===== src/obj_config.svh =====
// object scanner sizes: table depth, address width, entries, tile size, drawer time

`ifndef OBJ_CONFIG_SVH
`define OBJ_CONFIG_SVH

// table depth in 16-bit words
`define OBJ_TABLE_WORDS 1024

// table address width
`define OBJ_ADDR_W 10

// entries per table, four words each
`define OBJ_ENTRIES 256

// tile width and height in pixels
`define OBJ_TILE_PX 16

// drawer busy cycles per request, two or more
`define OBJ_DRAW_CYCLES 6

`endif


===== src/obj_pkg.sv =====
// object scanner package: scan state enum, table word and field types

package obj_pkg;

    // scanner FSM states, one table word addressed per read state
    typedef enum logic [3:0] {
        SCAN_IDLE = 4'd0, // waiting for start
        SCAN_ATTR = 4'd1, // attr word addressed
        SCAN_CODE = 4'd2, // code word addressed, attr arrives
        SCAN_Y    = 4'd3, // y word addressed, code arrives
        SCAN_X    = 4'd4, // x word addressed, y arrives
        SCAN_MAP  = 4'd5, // x arrives, bank result ready
        SCAN_VIS  = 4'd6, // zone and repeat test
        SCAN_REQ  = 4'd7, // waiting for drawer idle
        SCAN_HOLD = 4'd8, // request strobe out, step column
        SCAN_NEXT = 4'd9  // entry finished
    } scan_state_t;

    // one 16-bit word of the object table
    typedef logic [15:0] obj_word_t;

    // screen coordinates, both 9 bits wide
    typedef logic [8:0] obj_hpos_t;
    typedef logic [8:0] obj_line_t;

    // nibble fields: bank bits, tile column, sub-row
    typedef logic [3:0] obj_nib_t;

endpackage


===== src/obj_tile_match.sv =====
// tile match: vertical zone test, row and sub-row with vflip, tile code of a column

`timescale 1ns/1ns
`include "obj_config.svh"

module obj_tile_match (
    input  obj_pkg::obj_word_t obj_code,
    input  obj_pkg::obj_word_t obj_attr,
    input  obj_pkg::obj_word_t obj_y,
    input  obj_pkg::obj_line_t line,
    input  obj_pkg::obj_nib_t  col,
    output logic               inzone,
    output obj_pkg::obj_nib_t  vsub,
    output obj_pkg::obj_word_t code_mn
);
    import obj_pkg::*;

    obj_line_t dy;       // line offset into the object, mod 512
    obj_nib_t  tile_m;   // extra tile rows
    logic      vflip;
    logic [9:0] zone_h;  // object height in lines, up to 256
    obj_nib_t  row_raw;
    obj_nib_t  sub_raw;
    obj_nib_t  row;      // row after vflip

    assign tile_m = obj_attr[15:12];
    assign vflip  = obj_attr[6];

    assign dy     = line - obj_y[8:0]; // wraps on 9 bits
    assign zone_h = ({6'd0, tile_m} + 10'd1) * 10'(`OBJ_TILE_PX);
    assign inzone = {1'b0, dy} < zone_h;

    // only meaningful while inzone, dy below 256 then
    assign row_raw = obj_nib_t'(dy / `OBJ_TILE_PX);
    assign sub_raw = obj_nib_t'(dy % `OBJ_TILE_PX);

    // vertical flip mirrors rows within the object and lines within the tile
    assign row  = vflip ? tile_m - row_raw : row_raw;
    assign vsub = vflip ? ~sub_raw : sub_raw; // 15 - sub

    // tiles laid out 16 codes per row in the ROM
    assign code_mn = obj_code + {12'd0, col} + {8'd0, row, 4'd0};

endmodule


===== config.mk =====
export PLATFORM = sky130hd
export DESIGN_NAME = obj_tile_match
export DESIGN_NICKNAME = d
export VERILOG_FILES = /design/src/obj_pkg.sv /design/src/obj_tile_match.sv
export VERILOG_INCLUDE_DIRS = /design/src /design/src/src
export SDC_FILE = /design/constraint.sdc
export NUM_CORES = 1
export LEC_CHECK = 0
export BUFFER_PORTS_ARGS = -buffer_cell sky130_fd_sc_hd__buf_2
export CAP_MARGIN = 10
export CORE_MARGIN = 8
export CORE_UTILIZATION = 41
export DETAILED_ROUTE_END_ITERATION = 10
export PLACE_DENSITY = 0.8
export RECOVER_POWER = 50
export SLEW_MARGIN = 10
export SYNTH_ARGS = -nofsm -noshare
export SYNTH_HDL_FRONTEND = slang
export SYNTH_SLANG_ARGS = --single-unit
export TNS_END_PERCENT = 5

===== constraint.sdc =====
create_clock -name vclk -period 11
set_input_delay 0.55 -clock vclk [all_inputs]
set_output_delay 0.55 -clock vclk [all_outputs]
set_load 0.005 [all_outputs]

==> metrics.log <==
INFO  metric synthToLayoutAreaGrowth = 29.3%
INFO  metric yosys.cell_count.top_type = sky130_fd_sc_hd__ha_1
INFO  metric finalSetupViolCount = 0
INFO  metric worst_ir_drop_vdd = 0.0494 mV
INFO  metric preCtsSetupSlack = 5.93 ns
INFO  metric final_instance_area = 1510 µm²
INFO  metric final_hold_viol_count = 0
INFO  metric dpl.cell_count = 246
INFO  metric die-height = ~70 µm
INFO  metric critical_path.max_fanout = 4
INFO  metric instances_no_fill = 246
INFO  metric post-route-period-util = 45.7%
INFO  metric total_number_of_nets_in_the_final_design = 305
INFO  metric grt_pass1_wl = 4770 µm
INFO  metric wire_per_inst = around 11 µm
INFO  metric seq_cells = 0
INFO  metric power.share.combinational = between 90% and 100%
INFO  metric sequential_cell_area = 0 µm²
INFO  metric p_leak = between 0.8 and 0.9 nW
INFO  metric total_area_of_multi_input_combinational_cells = 1070 µm²
INFO  metric drtPass1Iterations = 3
INFO  metric drive_gt1_share = 29.8%
INFO  metric min-delay-path-class = primary input to output port
INFO  metric sequentialPowerShare = 0%
INFO  metric mappedNetlistNets = 240
INFO  metric worst_path_largest_cell_delay = 0.42 ns
INFO  metric cp_cell_sequence = buf_2 -> inv_1 -> ha_1 -> inv_1 -> fa_1 -> a21o_2 -> a21oi_1 -> xor2_1 -> inv_1 -> ha_1 -> fa_1 -> xor2_1 -> nand2_1 -> xnor2_1 -> ha_1 -> a21o_1 -> nor3_1 -> o21ai_0 -> a31oi_1 -> nand2b_1 -> xnor2_1 -> buf_2
INFO  metric post_cts_resized = 0
INFO  metric post-layout-total-power = ~140 µW
INFO  metric chipWidth = 69.3 µm
INFO  metric final_antenna_net_count = 0
INFO  metric portBuffers = 64
INFO  metric sw_frac_of_total = 51.3%
INFO  metric post-route-worst-setup-slack = 5.98 ns
INFO  metric vias_per_cell = 4.87
INFO  metric layout.filler_cells = 271
INFO  metric post-route-drc-count = 0
INFO  metric placed_cell_area = 1520 µm²
INFO  metric post-dp-hpwl = 2480 µm
INFO  metric intPower = 65.9 µW
INFO  metric switching_pwr = 69.3 µW
INFO  metric status = complete, no violations
INFO  metric critPathSlowestCell = sky130_fd_sc_hd__fa_1
INFO  metric yosysUniqueCellTypes = 33
INFO  metric starting_density_of_the_core = 42.6%
INFO  metric route.final.wire_length = 2660 µm
INFO  metric ys_warn_count = 0
INFO  metric finalWorstPathRequiredPeriod = 5.02 ns
INFO  metric grt_overflow_total = 0
INFO  metric post-cts-setup-buffer-count = 0
INFO  metric yosys-top-cells-count = 24 x sky130_fd_sc_hd__ha_1, 22 x sky130_fd_sc_hd__inv_1, 16 x sky130_fd_sc_hd__xnor2_1, 12 x sky130_fd_sc_hd__xor2_1, 9 x sky130_fd_sc_hd__nor2_1
INFO  metric worst_slew_pin_slew = 0.384 ns
INFO  metric routed-via-count = around 1200
INFO  metric slew_viol_final = 0
INFO  metric antenna_found_initial = 0
INFO  metric cp.arrival = 4.47 ns
INFO  metric synth_top_area_share = 25.8%
INFO  metric synth_area = 1160 µm²
INFO  metric holdWs = 1.35 ns
INFO  metric core.rowCount = 19
INFO  metric grt_start_max_net_pins = 10
INFO  metric netlist.top_cell.by_area = sky130_fd_sc_hd__ha_1
INFO  metric first_global_vias = 1152
INFO  metric maxCapViolCount = 0
INFO  metric power_per_cell_area = 89.7 nW/µm²
INFO  metric coreArea = about 2700 µm²
INFO  metric achievable-frequency = 199 MHz
INFO  metric synthesis.instances = 152
INFO  metric critical_path.startpoint_type = primary input
INFO  metric cts-hold-fix-buffers = 0
INFO  metric drt_iter0_markers = 53
INFO  metric timing.critical_path.to_type = output port
INFO  metric ys_seq_area_share = 0%
INFO  metric io_count = roughly 80
INFO  metric grt_use_total = a little over a tenth
INFO  metric max_slew_margin = 74.2%
INFO  metric die-area = 4800 µm²
INFO  metric clock_network_fraction_of_design_power = 0%
INFO  metric num-clock-buffers = 0
INFO  metric finish.utilization = 55.1%
INFO  metric synth.avg_cell_area = 7.66 µm²
INFO  metric setup.worst_path.class = primary input to output port
INFO  metric num_antenna_cells = 0
INFO  metric synthTopCellsByArea = sky130_fd_sc_hd__ha_1 26%, sky130_fd_sc_hd__xnor2_1 12%, sky130_fd_sc_hd__xor2_1 9.0%, sky130_fd_sc_hd__inv_1 7.1%, sky130_fd_sc_hd__fa_1 5.2%
INFO  metric finalSetupTns = 0 ns
INFO  metric rsz0062_at_grt = no
INFO  metric place.gp.congestion = between 0.7 and 0.8
INFO  metric critPathRequiredTime = 10.45 ns
==> worst paths after layout <==
check / from / end / slack, ns / depth (start not counted)
setup / recovery: line[0] / code_mn[9] / 5.98 / 22
hold / removal: obj_code[15] / code_mn[15] / 1.35 / 3
==> worst max-delay path: cells and delay by family <==
kind	cells	cell delay, ns
AOI/OAI and AO/OA	5	1.02
xor gates and xnor gates	4	0.72
adders and majority gates	5	1.43
buffers and inverters	5	0.40
and+or+nand+nor	3	0.36
==> layout make-up <==
| cell class | count | area share, % |
|---|---|---|
| repair buffers | 64 | 20.7 |
| well taps | 31 | 2.57 |
| inverters | 22 | 5.48 |
| multi-input cells | 129 | 71.3 |
==> kinds of logic after synthesis <==
family / count (synthesis) / share of synthesized area [%]
XOR/XNOR: 28 / 21.1
AND/OR/NAND/NOR: 35 / 14.7
adder cells (fa/ha/maj): 28 / 31.9
buffers and inverters: 23 / 7.41
multiplexers: 3 / 2.58
AO/OA/AOI/OAI: 35 / 22.3
==> layout by cell type, fill, tap and decap left out, drive strengths merged, types with 2 or more instances in the layout <==
| cell type | count |
|---|---|
| buf | 57 |
| ha | 24 |
| inv | 22 |
| xnor2 | 16 |
| xor2 | 12 |
| nor2 | 9 |
| a21oi | 8 |
| nand2 | 8 |
| clkbuf | 7 |
| o21ai | 7 |
| a211oi | 5 |
| a21o | 5 |
| nand2b | 4 |
| nor3 | 4 |
| nor2b | 3 |
| mux2i | 3 |
| fa | 3 |
| o21a | 3 |
| o22ai | 2 |
| nand3 | 2 |
| a31oi | 2 |
| nor3b | 2 |
| a21boi | 2 |
==> layer usage <==
| metal | GRT usage, % | wire length (µm) | up-vias |
|---|---|---|---|
| li1 | - | - | 643 |
| met1 | 12.9 | 1180 | 530 |
| met2 | 19.7 | 1340 | 25 |
| met3 | 2.00 | 151 | 0 |
| met4 | 0 | 0 | 0 |
| met5 | 0 | 0 | - |
==> power by group through the flow <==
| stage | registers, mW | logic (mW) | clock network [mW] |
|---|---|---|---|
| detailed placement | 0 | 0.139 | 0 |
| floorplan | 0 | 0.0944 | 0 |
| CTS | 0 | 0.140 | 0 |
| global route | 0 | 0.154 | 0 |
| finish | 0 | 0.135 | 0 |
| global placement | 0 | 0.136 | 0 |
No activity file was read; power rests on OpenSTA's default activity.
