File: src/obj_config.svh
// object scanner sizes: table depth, address width, entries, tile size, drawer time

`ifndef OBJ_CONFIG_SVH
`define OBJ_CONFIG_SVH

// table depth in 16-bit words
`define OBJ_TABLE_WORDS 1024

// table address width
`define OBJ_ADDR_W 10

// entries per table, four words each
`define OBJ_ENTRIES 256

// tile width and height in pixels
`define OBJ_TILE_PX 16

// drawer busy cycles per request, two or more
`define OBJ_DRAW_CYCLES 6

`endif

File: src/obj_pkg.sv
// object scanner package: scan state enum, table word and field types

package obj_pkg;

    // scanner FSM states, one table word addressed per read state
    typedef enum logic [3:0] {
        SCAN_IDLE = 4'd0, // waiting for start
        SCAN_ATTR = 4'd1, // attr word addressed
        SCAN_CODE = 4'd2, // code word addressed, attr arrives
        SCAN_Y    = 4'd3, // y word addressed, code arrives
        SCAN_X    = 4'd4, // x word addressed, y arrives
        SCAN_MAP  = 4'd5, // x arrives, bank result ready
        SCAN_VIS  = 4'd6, // zone and repeat test
        SCAN_REQ  = 4'd7, // waiting for drawer idle
        SCAN_HOLD = 4'd8, // request strobe out, step column
        SCAN_NEXT = 4'd9  // entry finished
    } scan_state_t;

    // one 16-bit word of the object table
    typedef logic [15:0] obj_word_t;

    // screen coordinates, both 9 bits wide
    typedef logic [8:0] obj_hpos_t;
    typedef logic [8:0] obj_line_t;

    // nibble fields: bank bits, tile column, sub-row
    typedef logic [3:0] obj_nib_t;

endpackage

File: src/obj_line_scan.sv
// object line scanner: FSM walking the table, bank/zone/repeat filter, column expansion

`timescale 1ns/1ns
`include "obj_config.svh"

module obj_line_scan (
    input  logic                   clk,
    input  logic                   rst,
    input  logic                   start,
    input  logic                   flip,
    input  obj_pkg::obj_line_t     vrender,
    input  obj_pkg::obj_nib_t      bank_mask,
    input  obj_pkg::obj_nib_t      bank_offset,
    input  obj_pkg::obj_word_t     rd_data,
    input  obj_pkg::obj_nib_t      map_hi,
    input  logic                   unmapped,
    input  logic                   inzone,
    input  obj_pkg::obj_nib_t      vsub,
    input  obj_pkg::obj_word_t     code_mn,
    input  logic                   dr_idle,
    output logic [`OBJ_ADDR_W-1:0] rd_addr,
    output obj_pkg::obj_nib_t      code_hi,
    output obj_pkg::obj_word_t     obj_code,
    output obj_pkg::obj_word_t     obj_attr,
    output obj_pkg::obj_word_t     obj_y,
    output obj_pkg::obj_line_t     line,
    output obj_pkg::obj_nib_t      col,
    output logic                   dr_start,
    output obj_pkg::obj_word_t     dr_code,
    output obj_pkg::obj_word_t     dr_attr,
    output obj_pkg::obj_hpos_t     dr_hpos,
    output logic                   line_done,
    output logic                   busy
);
    import obj_pkg::*;

    localparam int ADDR_W = `OBJ_ADDR_W;
    localparam logic [ADDR_W-1:0] TOP_ADDR = ADDR_W'(4 * `OBJ_ENTRIES - 1); // attr of last entry

    scan_state_t state;

    obj_word_t code_q;       // raw code word, before mapping
    obj_word_t obj_x;
    obj_word_t prev_attr;    // last drawn entry, mapped code
    obj_word_t prev_code;
    obj_word_t prev_y;
    obj_word_t prev_x;
    obj_nib_t  mask_q;       // bank settings held from start
    obj_nib_t  offset_q;
    obj_nib_t  npos;         // column position, reversed by hflip
    logic      first;        // no visible entry yet this line

    obj_nib_t  tile_n;
    logic      hflip;
    logic      skip;
    logic      repeated;
    logic      draw_ok;

    assign tile_n = obj_attr[11:8];
    assign hflip  = obj_attr[5];

    // bank rule, checked against the start-time mask as well
    assign skip = unmapped | (|(code_q[15:12] & ~mask_q));

    assign repeated = (obj_attr == prev_attr) && (obj_code == prev_code) &&
                      (obj_y == prev_y) && (obj_x == prev_x);
    assign draw_ok  = inzone && (first || !repeated);

    // control
    always_ff @(posedge clk or posedge rst) begin
        if (rst) begin
            state     <= SCAN_IDLE;
            rd_addr   <= '0;
            busy      <= 1'b0;
            line_done <= 1'b0;
            dr_start  <= 1'b0;
            first     <= 1'b0;
            col       <= 4'd0;
            npos      <= 4'd0;
        end else begin
            line_done <= 1'b0;
            case (state)
                SCAN_IDLE: begin
                    if (start) begin
                        rd_addr <= TOP_ADDR;
                        busy    <= 1'b1;
                        first   <= 1'b1;
                        state   <= SCAN_ATTR;
                    end
                end
                SCAN_ATTR: begin
                    rd_addr <= rd_addr - 1'b1; // to code
                    state   <= SCAN_CODE;
                end
                SCAN_CODE: begin
                    rd_addr <= rd_addr - 1'b1; // to y
                    state   <= SCAN_Y;
                end
                SCAN_Y: begin
                    rd_addr <= rd_addr - 1'b1; // to x
                    state   <= SCAN_X;
                end
                SCAN_X: state <= SCAN_MAP; // address parks on x
                SCAN_MAP: state <= skip ? SCAN_NEXT : SCAN_VIS;
                SCAN_VIS: begin
                    if (draw_ok) begin
                        first <= 1'b0;
                        col   <= 4'd0;
                        npos  <= hflip ? tile_n : 4'd0; // hflip starts at the far column
                        state <= SCAN_REQ;
                    end else begin
                        state <= SCAN_NEXT;
                    end
                end
                SCAN_REQ: begin
                    if (dr_idle) begin
                        dr_start <= 1'b1;
                        state    <= SCAN_HOLD;
                    end
                end
                SCAN_HOLD: begin
                    dr_start <= 1'b0;
                    if (col == tile_n) begin
                        state <= SCAN_NEXT;
                    end else begin
                        col   <= col + 1'b1;
                        npos  <= hflip ? npos - 1'b1 : npos + 1'b1;
                        state <= SCAN_REQ;
                    end
                end
                SCAN_NEXT: begin
                    if (rd_addr == '0) begin
                        // entry 0 done, close only once the last tile is out
                        if (dr_idle) begin
                            busy      <= 1'b0;
                            line_done <= 1'b1;
                            state     <= SCAN_IDLE;
                        end
                    end else begin
                        rd_addr <= rd_addr - 1'b1; // attr of next entry down
                        state   <= SCAN_ATTR;
                    end
                end
                default: state <= SCAN_IDLE;
            endcase
        end
    end

    // entry and request payload
    always_ff @(posedge clk) begin
        case (state)
            SCAN_IDLE: begin
                if (start) begin
                    line     <= vrender ^ {1'b0, {8{flip}}}; // flipped screen counts up
                    mask_q   <= bank_mask;
                    offset_q <= bank_offset;
                end
            end
            SCAN_CODE: obj_attr <= rd_data;
            SCAN_Y: begin
                code_q  <= rd_data;
                code_hi <= rd_data[15:12]; // to mapper, result in SCAN_MAP
            end
            SCAN_X: obj_y <= rd_data;
            SCAN_MAP: begin
                obj_x    <= rd_data;
                obj_code <= {map_hi | offset_q, code_q[11:0]};
            end
            SCAN_VIS: begin
                if (draw_ok) begin
                    prev_attr <= obj_attr;
                    prev_code <= obj_code;
                    prev_y    <= obj_y;
                    prev_x    <= obj_x;
                end
            end
            SCAN_REQ: begin
                if (dr_idle) begin
                    dr_code <= code_mn;
                    dr_attr <= {4'd0, vsub, obj_attr[7:0]};
                    dr_hpos <= obj_x[8:0] + {1'b0, npos, 4'd0} - 9'd1; // 16 px per column
                end
            end
            default: ;
        endcase
    end

    // drawer still idle while the strobe is out
    a_req_idle : assert property (
        @(posedge clk) disable iff (rst) dr_start |-> dr_idle
    ) else $error("line scan: dr_start while drawer busy");

    a_addr_busy : assert property (
        @(posedge clk) disable iff (rst) !$stable(rd_addr) |-> busy
    ) else $error("line scan: rd_addr moved while idle");

    // a start during the scan leaves the latched line untouched
    a_start_busy : assert property (
        @(posedge clk) disable iff (rst) (start && busy) |=> $stable(line)
    ) else $error("line scan: start while busy was taken");

endmodule

File: config.mk
export PLATFORM = sky130hd
export DESIGN_NAME = obj_line_scan
export DESIGN_NICKNAME = d
export VERILOG_FILES = /design/src/obj_pkg.sv /design/src/obj_line_scan.sv
export VERILOG_INCLUDE_DIRS = /design/src /design/src/src
export SDC_FILE = /design/constraint.sdc
export NUM_CORES = 1
export LEC_CHECK = 0
export ABC_AREA = 1
export BUFFER_PORTS_ARGS = -buffer_cell sky130_fd_sc_hd__buf_2
export CAP_MARGIN = 20
export CORE_UTILIZATION = 45
export DETAILED_ROUTE_END_ITERATION = 12
export PLACE_DENSITY = 0.8
export SKIP_CTS_REPAIR_TIMING = 1
export SKIP_LAST_GASP = 1
export SYNTH_ARGS = -nofsm -noshare
export SYNTH_HDL_FRONTEND = slang
export SYNTH_SLANG_ARGS = --single-unit
export TNS_END_PERCENT = 50
File: constraint.sdc
create_clock -name clk -period 2.8 [get_ports clk]
set_clock_uncertainty 0.15 [all_clocks]
set_input_delay 0.56 -clock clk [delete_from_list [all_inputs] [get_ports clk]]
set_output_delay 0.56 -clock clk [all_outputs]
set_load 0.03 [all_outputs]
==> impl_metrics.tcl <==
set metrics [dict create \
    status "complete, no violations" \
    fp.coreArea_um2 19700 \
    power_density_nw_per_um2 896 \
    p_sw_uw 3340 \
    reg2reg_depth 12 \
    path_cells "inv_1 -> nand2_1 -> o21ai_0 -> nor2_1 -> nand2_1 -> nor2_1 -> nand3_1 -> nor2_1 -> nand2_1 -> nand3_2 -> clkinvlp_4 -> buf_4" \
    critPathSlowestCell "buf_4" \
    async_flop_share_pct 11.6 \
    end_kind "flip-flop" \
    p_clk_share_pct 27.9 \
    setup_violations 0 \
    rrSetupSlack_ns 0.18 \
    synthCells 742 \
    grt_start_max_net_pins 51 \
    swShare_pct 33.4 \
    hold_viol_final 0 \
    drc 0 \
    cts_max_level 1 \
    clk_pin_slew_ns 0.06 \
    rsz0062_at_grt "false" \
    p_leak_uw 0.00475 \
    r2r-start "obj_attr[9]" \
    synth-edff-count 198 \
    crit_path_start "obj_attr[9]" \
    grt_first_pass_wirelength_mm 29.9 \
    worstPathArrival_ns 2.61 \
    layout_min_cycle_time_ns 2.62 \
    wl_mm 19.5 \
    highest_layer "met4" \
    num_io_pins 183 \
    cap_violations 0 \
    path_class "reg -> reg" \
    p_seq_share_pct 46.8 \
    area_delta_synth_final_pct 21.7 \
    hpwl_mm 13.9 \
    ys_ff_latch 224 \
    die_w_um 145 \
    route.met3.wl_mm 1.74 \
    routed-via-count 6022 \
    clk_latency_ns 0.52 \
    final_net_count 1033 \
    dr_wl_met2_mm 9.52 \
    min_period_over_period_pct 93.7 \
    cts_buffers 24 \
    first_pass_iters 5 \
    critPathRequiredTime_ns 2.79 \
    finalCoreUtilization_pct 56.7 \
    gp_congestion 0.837 \
    timing.rr.end "prev_attr[0]" \
    whs_ns 0.0577 \
    wire_per_inst_um 15.8 \
    finalSetupTns_ns 0 \
    chipHeight_um 145 \
    clock-sinks 224 \
    start_util_pct 46.6 \
    max_freq_mhz 381 \
    rows 51 \
    synth_seq_area_share_pct 71.8 \
    cts_tree "done" \
    drtIter0Drc 454 \
    portBuffers 178 \
    peakVddDrop_uv 612 \
    grt_pass1_vias 5869 \
    synth.avg_cell_area_um2 12.4 \
    synth_area_um2 9190 \
    cpPeakStageDelay_ns 0.53 \
    intPower_uw 6680 \
    antenna_found_initial 1 \
    viasPerCell 4.88 \
    hp-class "in -> reg" \
    grt_usage_pct 18.9 \
    yosys_warnings 0 \
    worst_pin_slew_ns 0.665 \
    pwr-share-comb_pct 25.3 \
    clockBufferDepth 3 \
    drive_gt1_share_pct 24.5 \
    maxSlewHeadroom_pct 55.7 \
    crit_end "prev_attr[0]" \
    overflow 0 \
    die_area_um2 21000 \
    postRouteAntennaNets 0 \
    wl_met1_mm 7.81 \
    synth_cell_types 33 \
    ys.flop_type "edfxtp_1" \
    worstPathMaxFanout 50 \
    crit_path_start_kind "flip-flop" \
    ctsRootBufferMaster "clkbuf_16" \
    slew_violations 0 \
]
==> placed cells by master (no fill, tap or decap), types with 2 or more instances in the layout <==
cell,n
a21oi_1,9
buf_2,178
buf_4,12
clkbuf_1,8
clkbuf_16,24
clkinv_1,7
clkinv_2,2
conb_1,4
dfrtp_1,26
edfxtp_1,198
fa_1,2
ha_1,15
inv_1,114
inv_2,2
nand2_1,136
nand2_2,3
nand3_1,24
nand3b_1,2
nand4_1,6
nor2_1,79
nor2_4,2
nor3_1,7
o21ai_0,35
o22ai_1,3
or2_2,4
xnor2_1,19
xor2_1,30
==> synthesized netlist by cell type, types with 2 or more instances <==
master,number,area [um^2]
inv_1,116,435
fa_1,2,40.0
xnor2_1,19,166
or2_2,4,25.0
dfrtp_1,26,651
o21ai_0,35,175
nand2_1,136,510
a21oi_1,9,45.0
nand3_1,25,125
xor2_1,30,263
o22ai_1,3,18.8
nand4_1,6,37.5
buf_4,9,67.6
nand3b_1,2,15.0
ha_1,15,188
nor2_1,82,308
nor3_1,8,40.0
nand2_2,3,18.8
edfxtp_1,198,5950
==> worst min-delay path by stage <==
stage | slack [ns] | depth (start not counted) | end | start
finish | 0.06 | 1 | mask_q[0] | bank_mask[0]
CTS | -0.04 | 3 | state[2] | rst
global route | 0.04 | 1 | offset_q[2] | bank_offset[2]
global placement | 0.25 | 0 | obj_code[1] | code_q[1]
floorplan | 0.25 | 0 | obj_code[0] | code_q[0]
detailed placement | 0.25 | 0 | obj_code[11] | code_q[11]
==> kinds of logic (layout without fill, tap and decap cells) <==
family,after synthesis,in the layout,synth area share (%)
AOI/OAI and AO/OA,54,54,3.23
xor gates and xnor gates,49,49,4.67
adders and majority gates,17,17,2.48
buffers and inverters,128,351,5.63
DFF,224,224,71.8
other,1,5,0.0408
and+or+nand+nor,269,269,12.1
==> power groups by stage <==
stage / clock [uW] / combinational [uW] / sequential, uW
detailed placement: 0 / 2540 / 4750
floorplan: 0 / 1290 / 5150
global placement: 0 / 2470 / 4710
global route: 2990 / 2820 / 4750
finish: 2800 / 2530 / 4690
CTS: 2870 / 2570 / 4690
==> worst max-delay path: cells and delay by family, from the launching register on <==
kind | cells | cell delay [ns]
AOI/OAI and AO/OA | 1 | 0.07
DFF | 1 | 0.49
buffers and inverters | 3 | 0.76
and+or+nand+nor | 8 | 0.74
==> sequential cells by signal, indices dropped and copies added (netlist names), 16 cells and up <==
signal     cells
prev_y        16
prev_code     16
obj_attr      16
prev_x        16
obj_x         16
dr_code       16
obj_code      16
obj_y         16
prev_attr     16
==> cell type report <==
cell class	count	area, um^2
Fill cell	1568	8540
Clock inverter	10	66.3
Clock buffer	32	631
Tap cell	265	332
Timing Repair Buffer	191	991
Antenna cell	1	2.50
Sequential cell	224	6600
Multi-Input combinational cell	393	2110
Inverter	118	449
==> routing by layer <==
metal	GRT usage [%]	vias up
met2	32.6	235
met4	5.98	0
met1	23.5	2876
li1	-	2876
met3	4.64	35
met5	0	-
==> metrics by stage <==
stage	setup slack (ns)	total power [uW]	instances	instance area [um^2]
finish	0.177	10000	1234	11200
global route	0.00847	10600	1233	11200
CTS	0.213	10100	1232	11200
detailed placement	0.236	7290	1190	10500
global placement	0.324	7180	1190	10500
floorplan	-0.127	6440	745	9210
Power figures use the tool's default switching activity.
