==> config.mk <==
export PLATFORM = sky130hd
export DESIGN_NAME = obj_tile_draw
export DESIGN_NICKNAME = d
export VERILOG_FILES = /design/src/obj_pkg.sv /design/src/obj_tile_draw.sv
export VERILOG_INCLUDE_DIRS = /design/src /design/src/src
export SDC_FILE = /design/constraint.sdc
export NUM_CORES = 1
export LEC_CHECK = 0
export ABC_CLOCK_PERIOD_IN_PS = 1800
export BUFFER_PORTS_ARGS = -buffer_cell sky130_fd_sc_hd__clkbuf_2
export CAP_MARGIN = 30
export CORE_ASPECT_RATIO = 0.7
export CORE_MARGIN = 1
export CORE_UTILIZATION = 42
export CTS_CLUSTER_DIAMETER = 120
export CTS_CLUSTER_SIZE = 12
export DETAILED_ROUTE_END_ITERATION = 8
export PLACE_DENSITY = 0.79
export SLEW_MARGIN = 10
export SYNTH_ARGS = -nofsm -noshare
export SYNTH_HDL_FRONTEND = slang
export SYNTH_SLANG_ARGS = --single-unit
==> constraint.sdc <==
create_clock -name clk -period 1.8 [get_ports clk]
set_input_delay 0.18 -clock clk [delete_from_list [all_inputs] [get_ports clk]]
set_output_delay 0.18 -clock clk [all_outputs]
set_load 0.01 [all_outputs]
==> src/obj_config.svh <==
// object scanner sizes: table depth, address width, entries, tile size, drawer time

`ifndef OBJ_CONFIG_SVH
`define OBJ_CONFIG_SVH

// table depth in 16-bit words
`define OBJ_TABLE_WORDS 1024

// table address width
`define OBJ_ADDR_W 10

// entries per table, four words each
`define OBJ_ENTRIES 256

// tile width and height in pixels
`define OBJ_TILE_PX 16

// drawer busy cycles per request, two or more
`define OBJ_DRAW_CYCLES 6

`endif

==> src/obj_pkg.sv <==
// object scanner package: scan state enum, table word and field types

package obj_pkg;

    // scanner FSM states, one table word addressed per read state
    typedef enum logic [3:0] {
        SCAN_IDLE = 4'd0, // waiting for start
        SCAN_ATTR = 4'd1, // attr word addressed
        SCAN_CODE = 4'd2, // code word addressed, attr arrives
        SCAN_Y    = 4'd3, // y word addressed, code arrives
        SCAN_X    = 4'd4, // x word addressed, y arrives
        SCAN_MAP  = 4'd5, // x arrives, bank result ready
        SCAN_VIS  = 4'd6, // zone and repeat test
        SCAN_REQ  = 4'd7, // waiting for drawer idle
        SCAN_HOLD = 4'd8, // request strobe out, step column
        SCAN_NEXT = 4'd9  // entry finished
    } scan_state_t;

    // one 16-bit word of the object table
    typedef logic [15:0] obj_word_t;

    // screen coordinates, both 9 bits wide
    typedef logic [8:0] obj_hpos_t;
    typedef logic [8:0] obj_line_t;

    // nibble fields: bank bits, tile column, sub-row
    typedef logic [3:0] obj_nib_t;

endpackage

==> src/obj_tile_draw.sv <==
// tile drawer stand-in: busy counter per request, tile record strobe at the end

`timescale 1ns/1ns
`include "obj_config.svh"

module obj_tile_draw (
    input  logic               clk,
    input  logic               rst,
    input  logic               dr_start,
    input  obj_pkg::obj_word_t dr_code,
    input  obj_pkg::obj_word_t dr_attr,
    input  obj_pkg::obj_hpos_t dr_hpos,
    output logic               dr_idle,
    output logic               tile_valid,
    output obj_pkg::obj_word_t tile_code,
    output obj_pkg::obj_word_t tile_attr,
    output obj_pkg::obj_hpos_t tile_hpos
);

    localparam int CNT_W = $clog2(`OBJ_DRAW_CYCLES + 1);

    logic [CNT_W-1:0] cnt; // cycles left, stands in for the ROM fetch

    always_ff @(posedge clk or posedge rst) begin
        if (rst) begin
            dr_idle    <= 1'b1;
            tile_valid <= 1'b0;
            cnt        <= '0;
        end else begin
            tile_valid <= 1'b0;
            if (dr_start && dr_idle) begin
                dr_idle <= 1'b0;
                cnt     <= CNT_W'(`OBJ_DRAW_CYCLES - 1);
            end else if (!dr_idle) begin
                if (cnt == CNT_W'(1)) begin
                    tile_valid <= 1'b1; // record and idle together
                    dr_idle    <= 1'b1;
                end
                cnt <= cnt - 1'b1;
            end
        end
    end

    // request held for the record
    always_ff @(posedge clk) begin
        if (dr_start && dr_idle) begin
            tile_code <= dr_code;
            tile_attr <= dr_attr;
            tile_hpos <= dr_hpos;
        end
    end

    a_no_overlap : assert property (
        @(posedge clk) disable iff (rst) !dr_idle |-> !dr_start
    ) else $error("tile draw: request while drawing");

endmodule

==> impl_metrics.env, run 1 <==
export IMPL_place_gp_congestion=0.6593
export IMPL_synth_top_area_share_pct=83.25
export IMPL_routedWlPerCell_um=12.59
export IMPL_yosysWarnings=0
export IMPL_firstDrtPassIters=4
export IMPL_hold_viol_final=0
export IMPL_die_w_um=72.93
export IMPL_synth_xor_xnor_area_share_pct=0.5922
export IMPL_post_synth_num_cell_types=14
export IMPL_nets=203
export IMPL_drive_above_1_share_pct=63.92
export IMPL_clk_path_buf_depth=2
export IMPL_start_kind="register"
export IMPL_htree_levels=2
export IMPL_start_util_pct=45.44
export IMPL_syn_avg_cell_area_um2=24.24
export IMPL_topRoutingLayerUsed="met4"
export IMPL_viasPerCell=4.298
export IMPL_status="completed"
export IMPL_synth_most_common_cell="edfxtp_1"
export IMPL_wl_mm=2.581
export IMPL_worstMarginPinSlew_ns=0.2174
export IMPL_slew_violations=0
export IMPL_reg2reg_setup_slack_ns=0.41
export IMPL_synth_seq_area_share_pct=91.79
export IMPL_clock_latency_ns=0.29
export IMPL_synth_top_family_by_area="simple AND/OR/NAND/NOR gates"
export IMPL_wl_met3_um=294
export IMPL_grt_usage_pct=14.87
export IMPL_max_cap_violations=0
export IMPL_antenna_found_initial=0
export IMPL_syn_nets=107
export IMPL_leakage_nw=0.9228
export IMPL_hold_start="dr_code[11]"
export IMPL_rows=17
export IMPL_reg2reg_depth=2
export IMPL_synthTopCellsByCount="edfxtp_1, dfrtp_1, inv_1"
export IMPL_synth_seq_cells=46
export IMPL_r2r_end="tile_code[8]"
export IMPL_path_clk_slew_ns=0.08
export IMPL_diodes=0
export IMPL_r2r_start="dr_idle"
export IMPL_grt_first_pass_wirelength_mm=3.829
export IMPL_met1_length_um=933
export IMPL_synth_compound_area_share_pct=1.607
export IMPL_drtIter0Drc=13
export IMPL_synth_top_area_cell="edfxtp_1"
export IMPL_die_y_um=51.65
export IMPL_fin_crit_sh_pct=76.97
export IMPL_holdPathEnd="tile_code[11]"
export IMPL_synth_edf_count=41
export IMPL_skew_ns=0.002940
export IMPL_cts_buffers=5
export IMPL_synthTopCellsByArea="edfxtp_1, dfrtp_1, dfstp_2"
export IMPL_post_synth_fa_ha_maj_area_fraction_pct=1.692
export IMPL_whs_path_depth=1
export IMPL_grt_pass1_vias=850
export IMPL_overflow=0
export IMPL_place_inst=196
export IMPL_cts_sinks=46
export IMPL_grt_max_degree=24
export IMPL_die_area_um2=3766
export IMPL_timing_fmax_mhz=721.7
export IMPL_cp_arrival_ns=1.37
export IMPL_port_buffers=86
export IMPL_met2_length_mm=1.320
export IMPL_postCtsSetupRepairBufs=0
export IMPL_core_area_um2=3254
export IMPL_synthSimpleGateAreaFrac_pct=2.284
export IMPL_synthFlopType="edfxtp_1"
export IMPL_synthCells=61
export IMPL_syn2layout_area_growth_pct=41.46
export IMPL_maxSlewHeadroom_pct=85.51
export IMPL_rsz0062_at_grt="false"
export IMPL_vias=881
export IMPL_io_pins=87
export IMPL_drc=0
export IMPL_cts_tree="done"
export IMPL_critPathMaxFanout=18
export IMPL_worstPathRequired_ns=1.78
export IMPL_critPathKind="reg2reg"
export IMPL_ys_async_sr_fraction_pct=10.87
export IMPL_ant_nets=0
export IMPL_crit_start="dr_idle"
export IMPL_stdcell_count=205
export IMPL_hp_class="in2reg"
export IMPL_cts_root_buf="clkbuf_8"
export IMPL_syn_cell_area_um2=1479
export IMPL_synthMuxAreaShare_pct=1.015
export IMPL_pwr_density_cell_nw_per_um2=1186
export IMPL_post_route_min_period_ns=1.386
export IMPL_finalSetupViolCount=0
export IMPL_num_fill_cells=247
export IMPL_vdd_ir_drop_max_mv=0.5969
export IMPL_endpoint_kind="register"
export IMPL_tns_ns=0
-- how the worst max path moves through the flow --
stage,slack [ns],to
finish,0.41,tile_code[8]
global route,0.35,tile_code[8]
CTS,0.42,tile_code[2]
detailed placement,0.43,tile_code[2]
global placement,0.45,tile_code[8]
floorplan,0.19,tile_attr[0]
-- stage by stage --
step	util, %	area [um^2]	power [mW]	hold WS (ns)	setup WS, ns
6_report	64.28	2092	2.480	0.05750	0.4145
5_1_grt	64.28	2092	2.619	0.04291	0.3497
4_1_cts	64.28	2092	2.515	0.04876	0.4151
3_5_place_dp	61.32	1996	1.921	0.05973	0.4271
3_3_place_gp	61.32	1996	1.885	0.05569	0.4505
2_1_floorplan	-	1479	1.694	-0.04221	0.1940
-- report_power, final --
part           internal (mW)  leakage, nW  switching, mW
registers               1.36        0.433         0.0742
logic                  0.220        0.445          0.243
clock network          0.273       0.0452          0.313
total                   1.85        0.923          0.631
-- worst max-delay path: stages, from the launching register on --
cell and delay (ns):
dfstp_2 0.62, and2_2 0.20, buf_4 0.25
-- cell families after synthesis --
| family | Yosys count |
|---|---|
| adders and majority gates | 2 |
| xor gates and xnor gates | 1 |
| AOI/OAI and AO/OA | 3 |
| DFF | 46 |
| buffers and inverters | 4 |
| muxes | 1 |
| and+or+nand+nor | 4 |
-- sequential cells by signal, summed over array words and instances, names as in the netlist --
name / flops
dr_idle: 1
tile_attr: 16
tile_valid: 1
tile_code: 16
tile_hpos: 9
cnt: 3
-- what timing repair did --
action                    CTS  global route
hold endpoints to repair    5             0
hold buffers                1             0
gates resized for setup     0             0
-- metal layers --
layer  up-vias  global-route usage, %
met5         -                      0
met1       401                  14.10
li1        420                      -
met4         0                  7.843
met2        55                  26.79
met3         5                  7.171
-- layout by cell type (no fill, tap or decap) --
cell type,instances
o21ai_0,1
o22a_2,1
xor2_1,1
inv_1,4
edfxtp_1,41
nand2b_1,1
nor3b_2,1
clkinv_2,1
clkbuf_8,5
and2_2,1
dfstp_2,1
dlygate4sd3_1,1
clkbuf_2,86
clkinv_4,1
nand3b_1,1
ha_1,2
buf_12,1
dfrtp_1,4
mux2_4,1
a21o_2,1
buf_4,1
clkbuf_1,1
-- cell type report --
cell class,instances,area [um^2],share of cell area (%)
multi-input cells,11,106.4,5.084
flip-flops and latches,46,1358,64.89
inverters,4,15.01,0.7177
well taps,47,58.81,2.811
clock inverters,2,13.76,0.6579
repair buffers,89,467.9,22.37
clock buffers,6,72.57,3.469
Power figures use the tool's default switching activity.
==> run 2, diff against run 1 <==
--- a/config.mk
+++ b/config.mk
@@ -6,16 +6,16 @@
 export SDC_FILE = /design/constraint.sdc
 export NUM_CORES = 1
 export LEC_CHECK = 0
-export ABC_CLOCK_PERIOD_IN_PS = 1800
+export ABC_CLOCK_PERIOD_IN_PS = 1200
 export BUFFER_PORTS_ARGS = -buffer_cell sky130_fd_sc_hd__clkbuf_2
 export CAP_MARGIN = 30
 export CORE_ASPECT_RATIO = 0.7
 export CORE_MARGIN = 1
-export CORE_UTILIZATION = 42
+export CORE_UTILIZATION = 38
 export CTS_CLUSTER_DIAMETER = 120
 export CTS_CLUSTER_SIZE = 12
 export DETAILED_ROUTE_END_ITERATION = 8
-export PLACE_DENSITY = 0.79
+export PLACE_DENSITY = 0.75
 export SLEW_MARGIN = 10
 export SYNTH_ARGS = -nofsm -noshare
 export SYNTH_HDL_FRONTEND = slang
==> constraint.sdc (replaced) <==
create_clock -name clk -period 1.2 [get_ports clk]
set_input_delay 0.12 -clock clk [delete_from_list [all_inputs] [get_ports clk]]
set_output_delay 0.12 -clock clk [all_outputs]
set_load 0.01 [all_outputs]
==> run 2 against run 1 <==
Non-clock buffer count grew 44. Cell count grew 23%. Largest cell class unchanged. Clock-buffer cell count is 1 lower. Critical endpoint is now tile_attr[7]. Sequential share of layout area shrank 13 points. Global-route usage rose by 1.7 points. Setup slack got worse by 0.39 ns. Final area up 24%. Clock skew up 0.0027 ns. Worst hold slack worse by 0.043 ns. Highest routed layer unchanged. Largest power group unchanged.
==> impl_metrics.env, run 2 (synthesis results as in run 1) <==
export IMPL_clk_path_buf_depth=2
export IMPL_start_kind="register"
export IMPL_die_w_um=76.57
export IMPL_pwr_share_comb_pct=24.0
export IMPL_seqPwrFrac_pct=49.4
export IMPL_grt_first_pass_wirelength_mm=4.747
export IMPL_leakage_nw=1.137
export IMPL_skew_ns=0.005685
export IMPL_final_cell_mix="clkbuf_2, dlygate4sd3_1, edfxtp_1, clkbuf_8"
export IMPL_firstDrtPassIters=4
export IMPL_fin_crit_sh_pct=98.06
export IMPL_post_route_min_period_ns=1.177
export IMPL_viasPerCell=4.306
export IMPL_hp_class="in2reg"
export IMPL_syn2layout_area_growth_pct=75.63
export IMPL_net_switching_power_mw=1.072
export IMPL_crit_slowest_cell="dfstp_2"
export IMPL_core_area_um2=3626
export IMPL_htree_levels=2
export IMPL_reg2reg_depth=2
export IMPL_internal_power_mw=3.222
export IMPL_overflow=0
export IMPL_cts_sinks=46
export IMPL_drtIter0Drc=76
export IMPL_p_clk_share_pct=26.6
export IMPL_wl_mm=3.647
export IMPL_r2r_end="tile_attr[7]"
export IMPL_diodes=0
export IMPL_die_area_um2=4149
export IMPL_slew_violations=0
export IMPL_top_regs="tile_attr x16, tile_code x16, tile_hpos x9"
export IMPL_vdd_ir_drop_max_mv=0.7239
export IMPL_place_gp_congestion=0.7397
export IMPL_hold_viol_final=0
export IMPL_worstPathRequired_ns=1.22
export IMPL_worstMarginPinSlew_ns=0.2045
export IMPL_cp_arrival_ns=1.20
export IMPL_layout_cells_most_common="clkbuf_2"
export IMPL_critPathMaxFanout=12
export IMPL_io_pins=87
export IMPL_antenna_found_initial=0
export IMPL_timing_fmax_mhz=849.8
export IMPL_worst_path_buf_inv=1
export IMPL_path_clk_slew_ns=0.08
export IMPL_placed_area_um2=2021
export IMPL_cts_tree="done"
export IMPL_hold_start="dr_attr[11]"
export IMPL_whs_path_depth=1
export IMPL_grt_pass1_vias=1017
export IMPL_finalSetupViolCount=0
export IMPL_num_fill_cells=212
export IMPL_port_buffers=86
export IMPL_r2r_start="dr_idle"
export IMPL_maxSlewHeadroom_pct=86.31
export IMPL_drc=0
export IMPL_path_delay_family="flip-flops"
export IMPL_die_y_um=54.20
export IMPL_nets=247
export IMPL_tns_ns=0
export IMPL_ant_nets=0
export IMPL_reg2reg_setup_slack_ns=0.02
export IMPL_status="completed"
export IMPL_cts_root_buf="clkbuf_8"
export IMPL_endpoint_kind="register"
export IMPL_rows=18
export IMPL_path_cells="and2_4 -> clkbuf_16"
export IMPL_p_sw_share_pct=24.97
export IMPL_max_stage_delay_ns=0.54
export IMPL_max_cap_violations=0
export IMPL_start_util_pct=40.79
export IMPL_stdcell_area_um2=2597
export IMPL_clock_latency_ns=0.30
export IMPL_grt_max_degree=25
export IMPL_holdPathEnd="tile_attr[11]"
export IMPL_cts_buffers=5
export IMPL_vias=1085
export IMPL_pwr_density_cell_nw_per_um2=1653
export IMPL_critPathKind="reg2reg"
export IMPL_hpwlAfterDp_mm=2.233
export IMPL_routedWlPerCell_um=14.47
export IMPL_rsz0062_at_grt="true"
export IMPL_drive_above_1_share_pct=52.48
export IMPL_grt_usage_pct=16.54
## run 2: worst max-delay path by stage
stage | from | to | slack (ns) | depth (start not counted)
detailed placement | dr_idle | tile_code[15] | 0.05 | 2
global route | dr_idle | tile_attr[4] | -0.02 | 2
CTS | dr_idle | dr_idle | 0.003 | 2
finish | dr_idle | tile_attr[7] | 0.02 | 2
global placement | dr_idle | tile_attr[10] | 0.05 | 2
floorplan | dr_idle | tile_attr[0] | -0.18 | 1
## run 2: power by group through the flow
stage / Combinational (mW) / Sequential, mW / Clock [mW]
6_report: 1.03 / 2.12 / 1.14
5_1_grt: 1.10 / 2.14 / 1.23
4_1_cts: 0.957 / 2.12 / 1.16
3_5_place_dp: 0.785 / 2.15 / 0
3_3_place_gp: 0.738 / 2.14 / 0
2_1_floorplan: 0.301 / 2.24 / 0
## run 2: metrics by stage
stage	util [%]	std cells	setup WS [ns]	hold WS, ns	power (mW)
final	71.64	252	0.02324	0.01423	4.295
after global routing	71.64	252	-0.02125	0.01132	4.471
after global placement	55.73	200	0.05063	0.002215	2.876
after CTS	69.81	247	0.002501	0.003619	4.240
after detailed placement	55.73	200	0.04548	0.007744	2.935
after floorplan	-	61	-0.1812	-0.1022	2.545
## run 2: repair_timing
action	CTS	global route
hold endpoints to repair	41	4
setup endpoints to repair	1	25
cloned	0	1
hold buffers	37	4
setup buffers	2	0
resized for setup	2	1
## run 2: layout make-up
type,count,area [um^2],area share (%)
Clock buffer,5,68.82,2.649
Clock inverter,3,43.79,1.686
Inverter,4,15.01,0.5780
Multi-Input combinational cell,11,107.6,4.143
Sequential cell,46,1358,52.26
Tap cell,50,62.56,2.408
Timing Repair Buffer,133,942.2,36.27
## run 2: layer usage
layer / vias to the layer above / GRT usage (%) / wire length [um]
li1: 509 / - / -
met1: 511 / 17.16 / 1355
met2: 59 / 30.03 / 1945
met3: 6 / 6.441 / 287
met4: 0 / 9.295 / 59
met5: - / 0 / 0
## run 2: worst reg2reg max path, delay by kind of cell, from the launching register on
| kind | cells | cell delay (ns) |
|---|---|---|
| flops | 1 | 0.54 |
| simple gates | 1 | 0.19 |
| buf+inv | 1 | 0.17 |
==> run 3, diff against run 2 <==
--- a/config.mk
+++ b/config.mk
@@ -6,16 +6,16 @@
 export SDC_FILE = /design/constraint.sdc
 export NUM_CORES = 1
 export LEC_CHECK = 0
-export ABC_CLOCK_PERIOD_IN_PS = 1200
+export ABC_CLOCK_PERIOD_IN_PS = 1100
 export BUFFER_PORTS_ARGS = -buffer_cell sky130_fd_sc_hd__clkbuf_2
 export CAP_MARGIN = 30
 export CORE_ASPECT_RATIO = 0.7
 export CORE_MARGIN = 1
-export CORE_UTILIZATION = 38
+export CORE_UTILIZATION = 42
 export CTS_CLUSTER_DIAMETER = 120
 export CTS_CLUSTER_SIZE = 12
 export DETAILED_ROUTE_END_ITERATION = 8
-export PLACE_DENSITY = 0.75
+export PLACE_DENSITY = 0.79
 export SLEW_MARGIN = 10
 export SYNTH_ARGS = -nofsm -noshare
 export SYNTH_HDL_FRONTEND = slang
==> constraint.sdc (replaced) <==
create_clock -name clk -period 1.1 [get_ports clk]
set_input_delay 0.11 -clock clk [delete_from_list [all_inputs] [get_ports clk]]
set_output_delay 0.11 -clock clk [all_outputs]
set_load 0.01 [all_outputs]
==> run 3 against run 2 <==
The flow now finishes with violations (setup timing). Sequential cell count unchanged. Worst hold slack worse by 0.0011 ns. Non-clock buffer count down 1. Critical endpoint is now tile_hpos[2]. Maximum frequency down 0.63%. Clock power down 11%. Global-route usage up 6.3 points. Critical path depth unchanged. Total power up 5.0%. Clock-buffer cell count up 1. Routed wire length up 11%. Highest routed layer unchanged. Clock skew up 0.010 ns.
==> impl_metrics.env, run 3 (synthesis results as in run 1) <==
export IMPL_cts_sinks=46
export IMPL_grt_first_pass_wirelength_mm=5.809
export IMPL_place_inst=197
export IMPL_holdPathEnd="tile_code[8]"
export IMPL_core_area_um2=3254
export IMPL_grt_usage_pct=22.83
export IMPL_clk_path_buf_depth=2
export IMPL_reg2reg_setup_slack_ns=-0.08
export IMPL_cp_arrival_ns=1.18
export IMPL_drtIter0Drc=50
export IMPL_num_fill_cells=195
export IMPL_grt_max_degree=23
export IMPL_rsz0062_at_grt="true"
export IMPL_drc=0
export IMPL_wl_mm=4.060
export IMPL_hold_viol_final=0
export IMPL_endpoint_kind="register"
export IMPL_reg2reg_depth=2
export IMPL_diodes=0
export IMPL_slew_violations=0
export IMPL_r2r_start="dr_idle"
export IMPL_die_w_um=72.93
export IMPL_fin_crit_sh_pct=107.7
export IMPL_whs_path_depth=1
export IMPL_cts_buffers=5
export IMPL_cts_tree="done"
export IMPL_skew_ns=0.01607
export IMPL_critPathMaxFanout=22
export IMPL_finalPower_mw=4.507
export IMPL_syn2layout_area_growth_pct=72.93
export IMPL_port_buffers=86
export IMPL_finalSetupViolCount=43
export IMPL_overflow=0
export IMPL_final_cell_mix="clkbuf_2, dlygate4sd3_1, edfxtp_1, clkbuf_8, dfrtp_1"
export IMPL_hp_class="in2reg"
export IMPL_max_cap_violations=0
export IMPL_r2r_end="tile_hpos[2]"
export IMPL_placed_area_um2=2017
export IMPL_htree_levels=2
export IMPL_path_clk_slew_ns=0.07
export IMPL_place_gp_congestion=0.6364
export IMPL_stdcell_count=248
export IMPL_antenna_found_initial=0
export IMPL_top_regs="tile_attr x16, tile_code x16, tile_hpos x9"
export IMPL_layout_cells_most_common="clkbuf_2"
export IMPL_die_area_um2=3766
export IMPL_nets=246
export IMPL_pwr_density_cell_nw_per_um2=1762
export IMPL_clock_latency_ns=0.30
export IMPL_viasPerCell=4.448
export IMPL_hold_start="dr_code[8]"
export IMPL_hpwlAfterDp_mm=2.027
export IMPL_critPathKind="reg2reg"
export IMPL_io_pins=87
export IMPL_firstDrtPassIters=4
export IMPL_fin_ws_ns=-0.08418
export IMPL_stdcell_area_um2=2557
export IMPL_leakage_nw=1.112
export IMPL_cts_root_buf="clkbuf_8"
export IMPL_violations="setup timing"
export IMPL_die_y_um=51.65
export IMPL_routedWlPerCell_um=16.37
export IMPL_ant_nets=0
export IMPL_whs_ns=0.01309
export IMPL_post_route_min_period_ns=1.184
export IMPL_timing_fmax_mhz=844.5
export IMPL_vias=1103
export IMPL_vdd_ir_drop_max_mv=1.065
export IMPL_status="finished with violations"
export IMPL_start_kind="register"
export IMPL_rows=17
export IMPL_worstPathRequired_ns=1.10
export IMPL_final_core_util_pct=78.59
export IMPL_grt_pass1_vias=1126
export IMPL_drive_above_1_share_pct=53.23
export IMPL_start_util_pct=45.44
export IMPL_worstMarginPinSlew_ns=0.2140
export IMPL_maxSlewHeadroom_pct=85.72
==> run 3: changes by cell type in the layout (fill, tap and decap cells not counted), sizes merged <==
cell,change
inv,-1
bufinv,-1
clkinv,+1
==> run 3: timing repair <==
action	CTS	global route
pin swaps	0	2
hold buffers	39	2
hold endpoints to repair	43	2
gates resized for setup	2	6
setup buffers	2	0
endpoints found under the setup margin	44	44
==> run 3: worst max path at each step <==
stage	slack, ns	start	endpoint
after global placement	-0.04	dr_idle	tile_code[11]
after detailed placement	-0.06	dr_idle	tile_code[9]
after CTS	-0.08	dr_idle	tile_hpos[2]
final	-0.08	dr_idle	tile_hpos[2]
after global routing	-0.10	dr_idle	tile_hpos[4]
after floorplan	-0.28	dr_idle	tile_attr[0]
==> run 3: worst max-delay path, cell delays in order, from the launching register on <==
cell	delay, ns
dfstp_2	0.54
and2_4	0.17
buf_12	0.17
==> run 3: per-layer routing <==
layer  vias to the layer above  global-route usage, %  share of wire, %
li1                        507                      -                 -
met1                       522                  25.57                41
met2                        66                  39.56                49
met3                         8                  9.302               8.8
met4                         0                  8.497               1.1
met5                         -                      0                 0
==> run 3: stage by stage <==
stage | setup WS (ns) | TNS, ns
6_report | -0.08418 | -2.651
5_1_grt | -0.1001 | -3.621
4_1_cts | -0.07854 | -2.977
3_5_place_dp | -0.05909 | -2.157
3_3_place_gp | -0.04458 | -1.491
2_1_floorplan | -0.2812 | -11.53
==> run 3: layout make-up <==
| cell class | count | area, um^2 | share of cell area, % |
|---|---|---|---|
| well taps | 47 | 58.81 | 2.299 |
| multi-input cells | 11 | 126.4 | 4.941 |
| repair buffers | 132 | 913.4 | 35.71 |
| flip-flops and latches | 46 | 1358 | 53.08 |
| inverters | 4 | 15.01 | 0.5871 |
| clock inverters | 2 | 13.76 | 0.5382 |
| clock buffers | 6 | 72.57 | 2.838 |
==> run 3: power by group <==
group | leakage (nW) | switching (mW) | total (mW) | internal [mW]
Combinational | 0.634 | 0.546 | 1.15 | 0.604
Sequential | 0.433 | 0.126 | 2.34 | 2.22
Clock | 0.0452 | 0.565 | 1.01 | 0.449
Total | 1.11 | 1.24 | 4.51 | 3.27
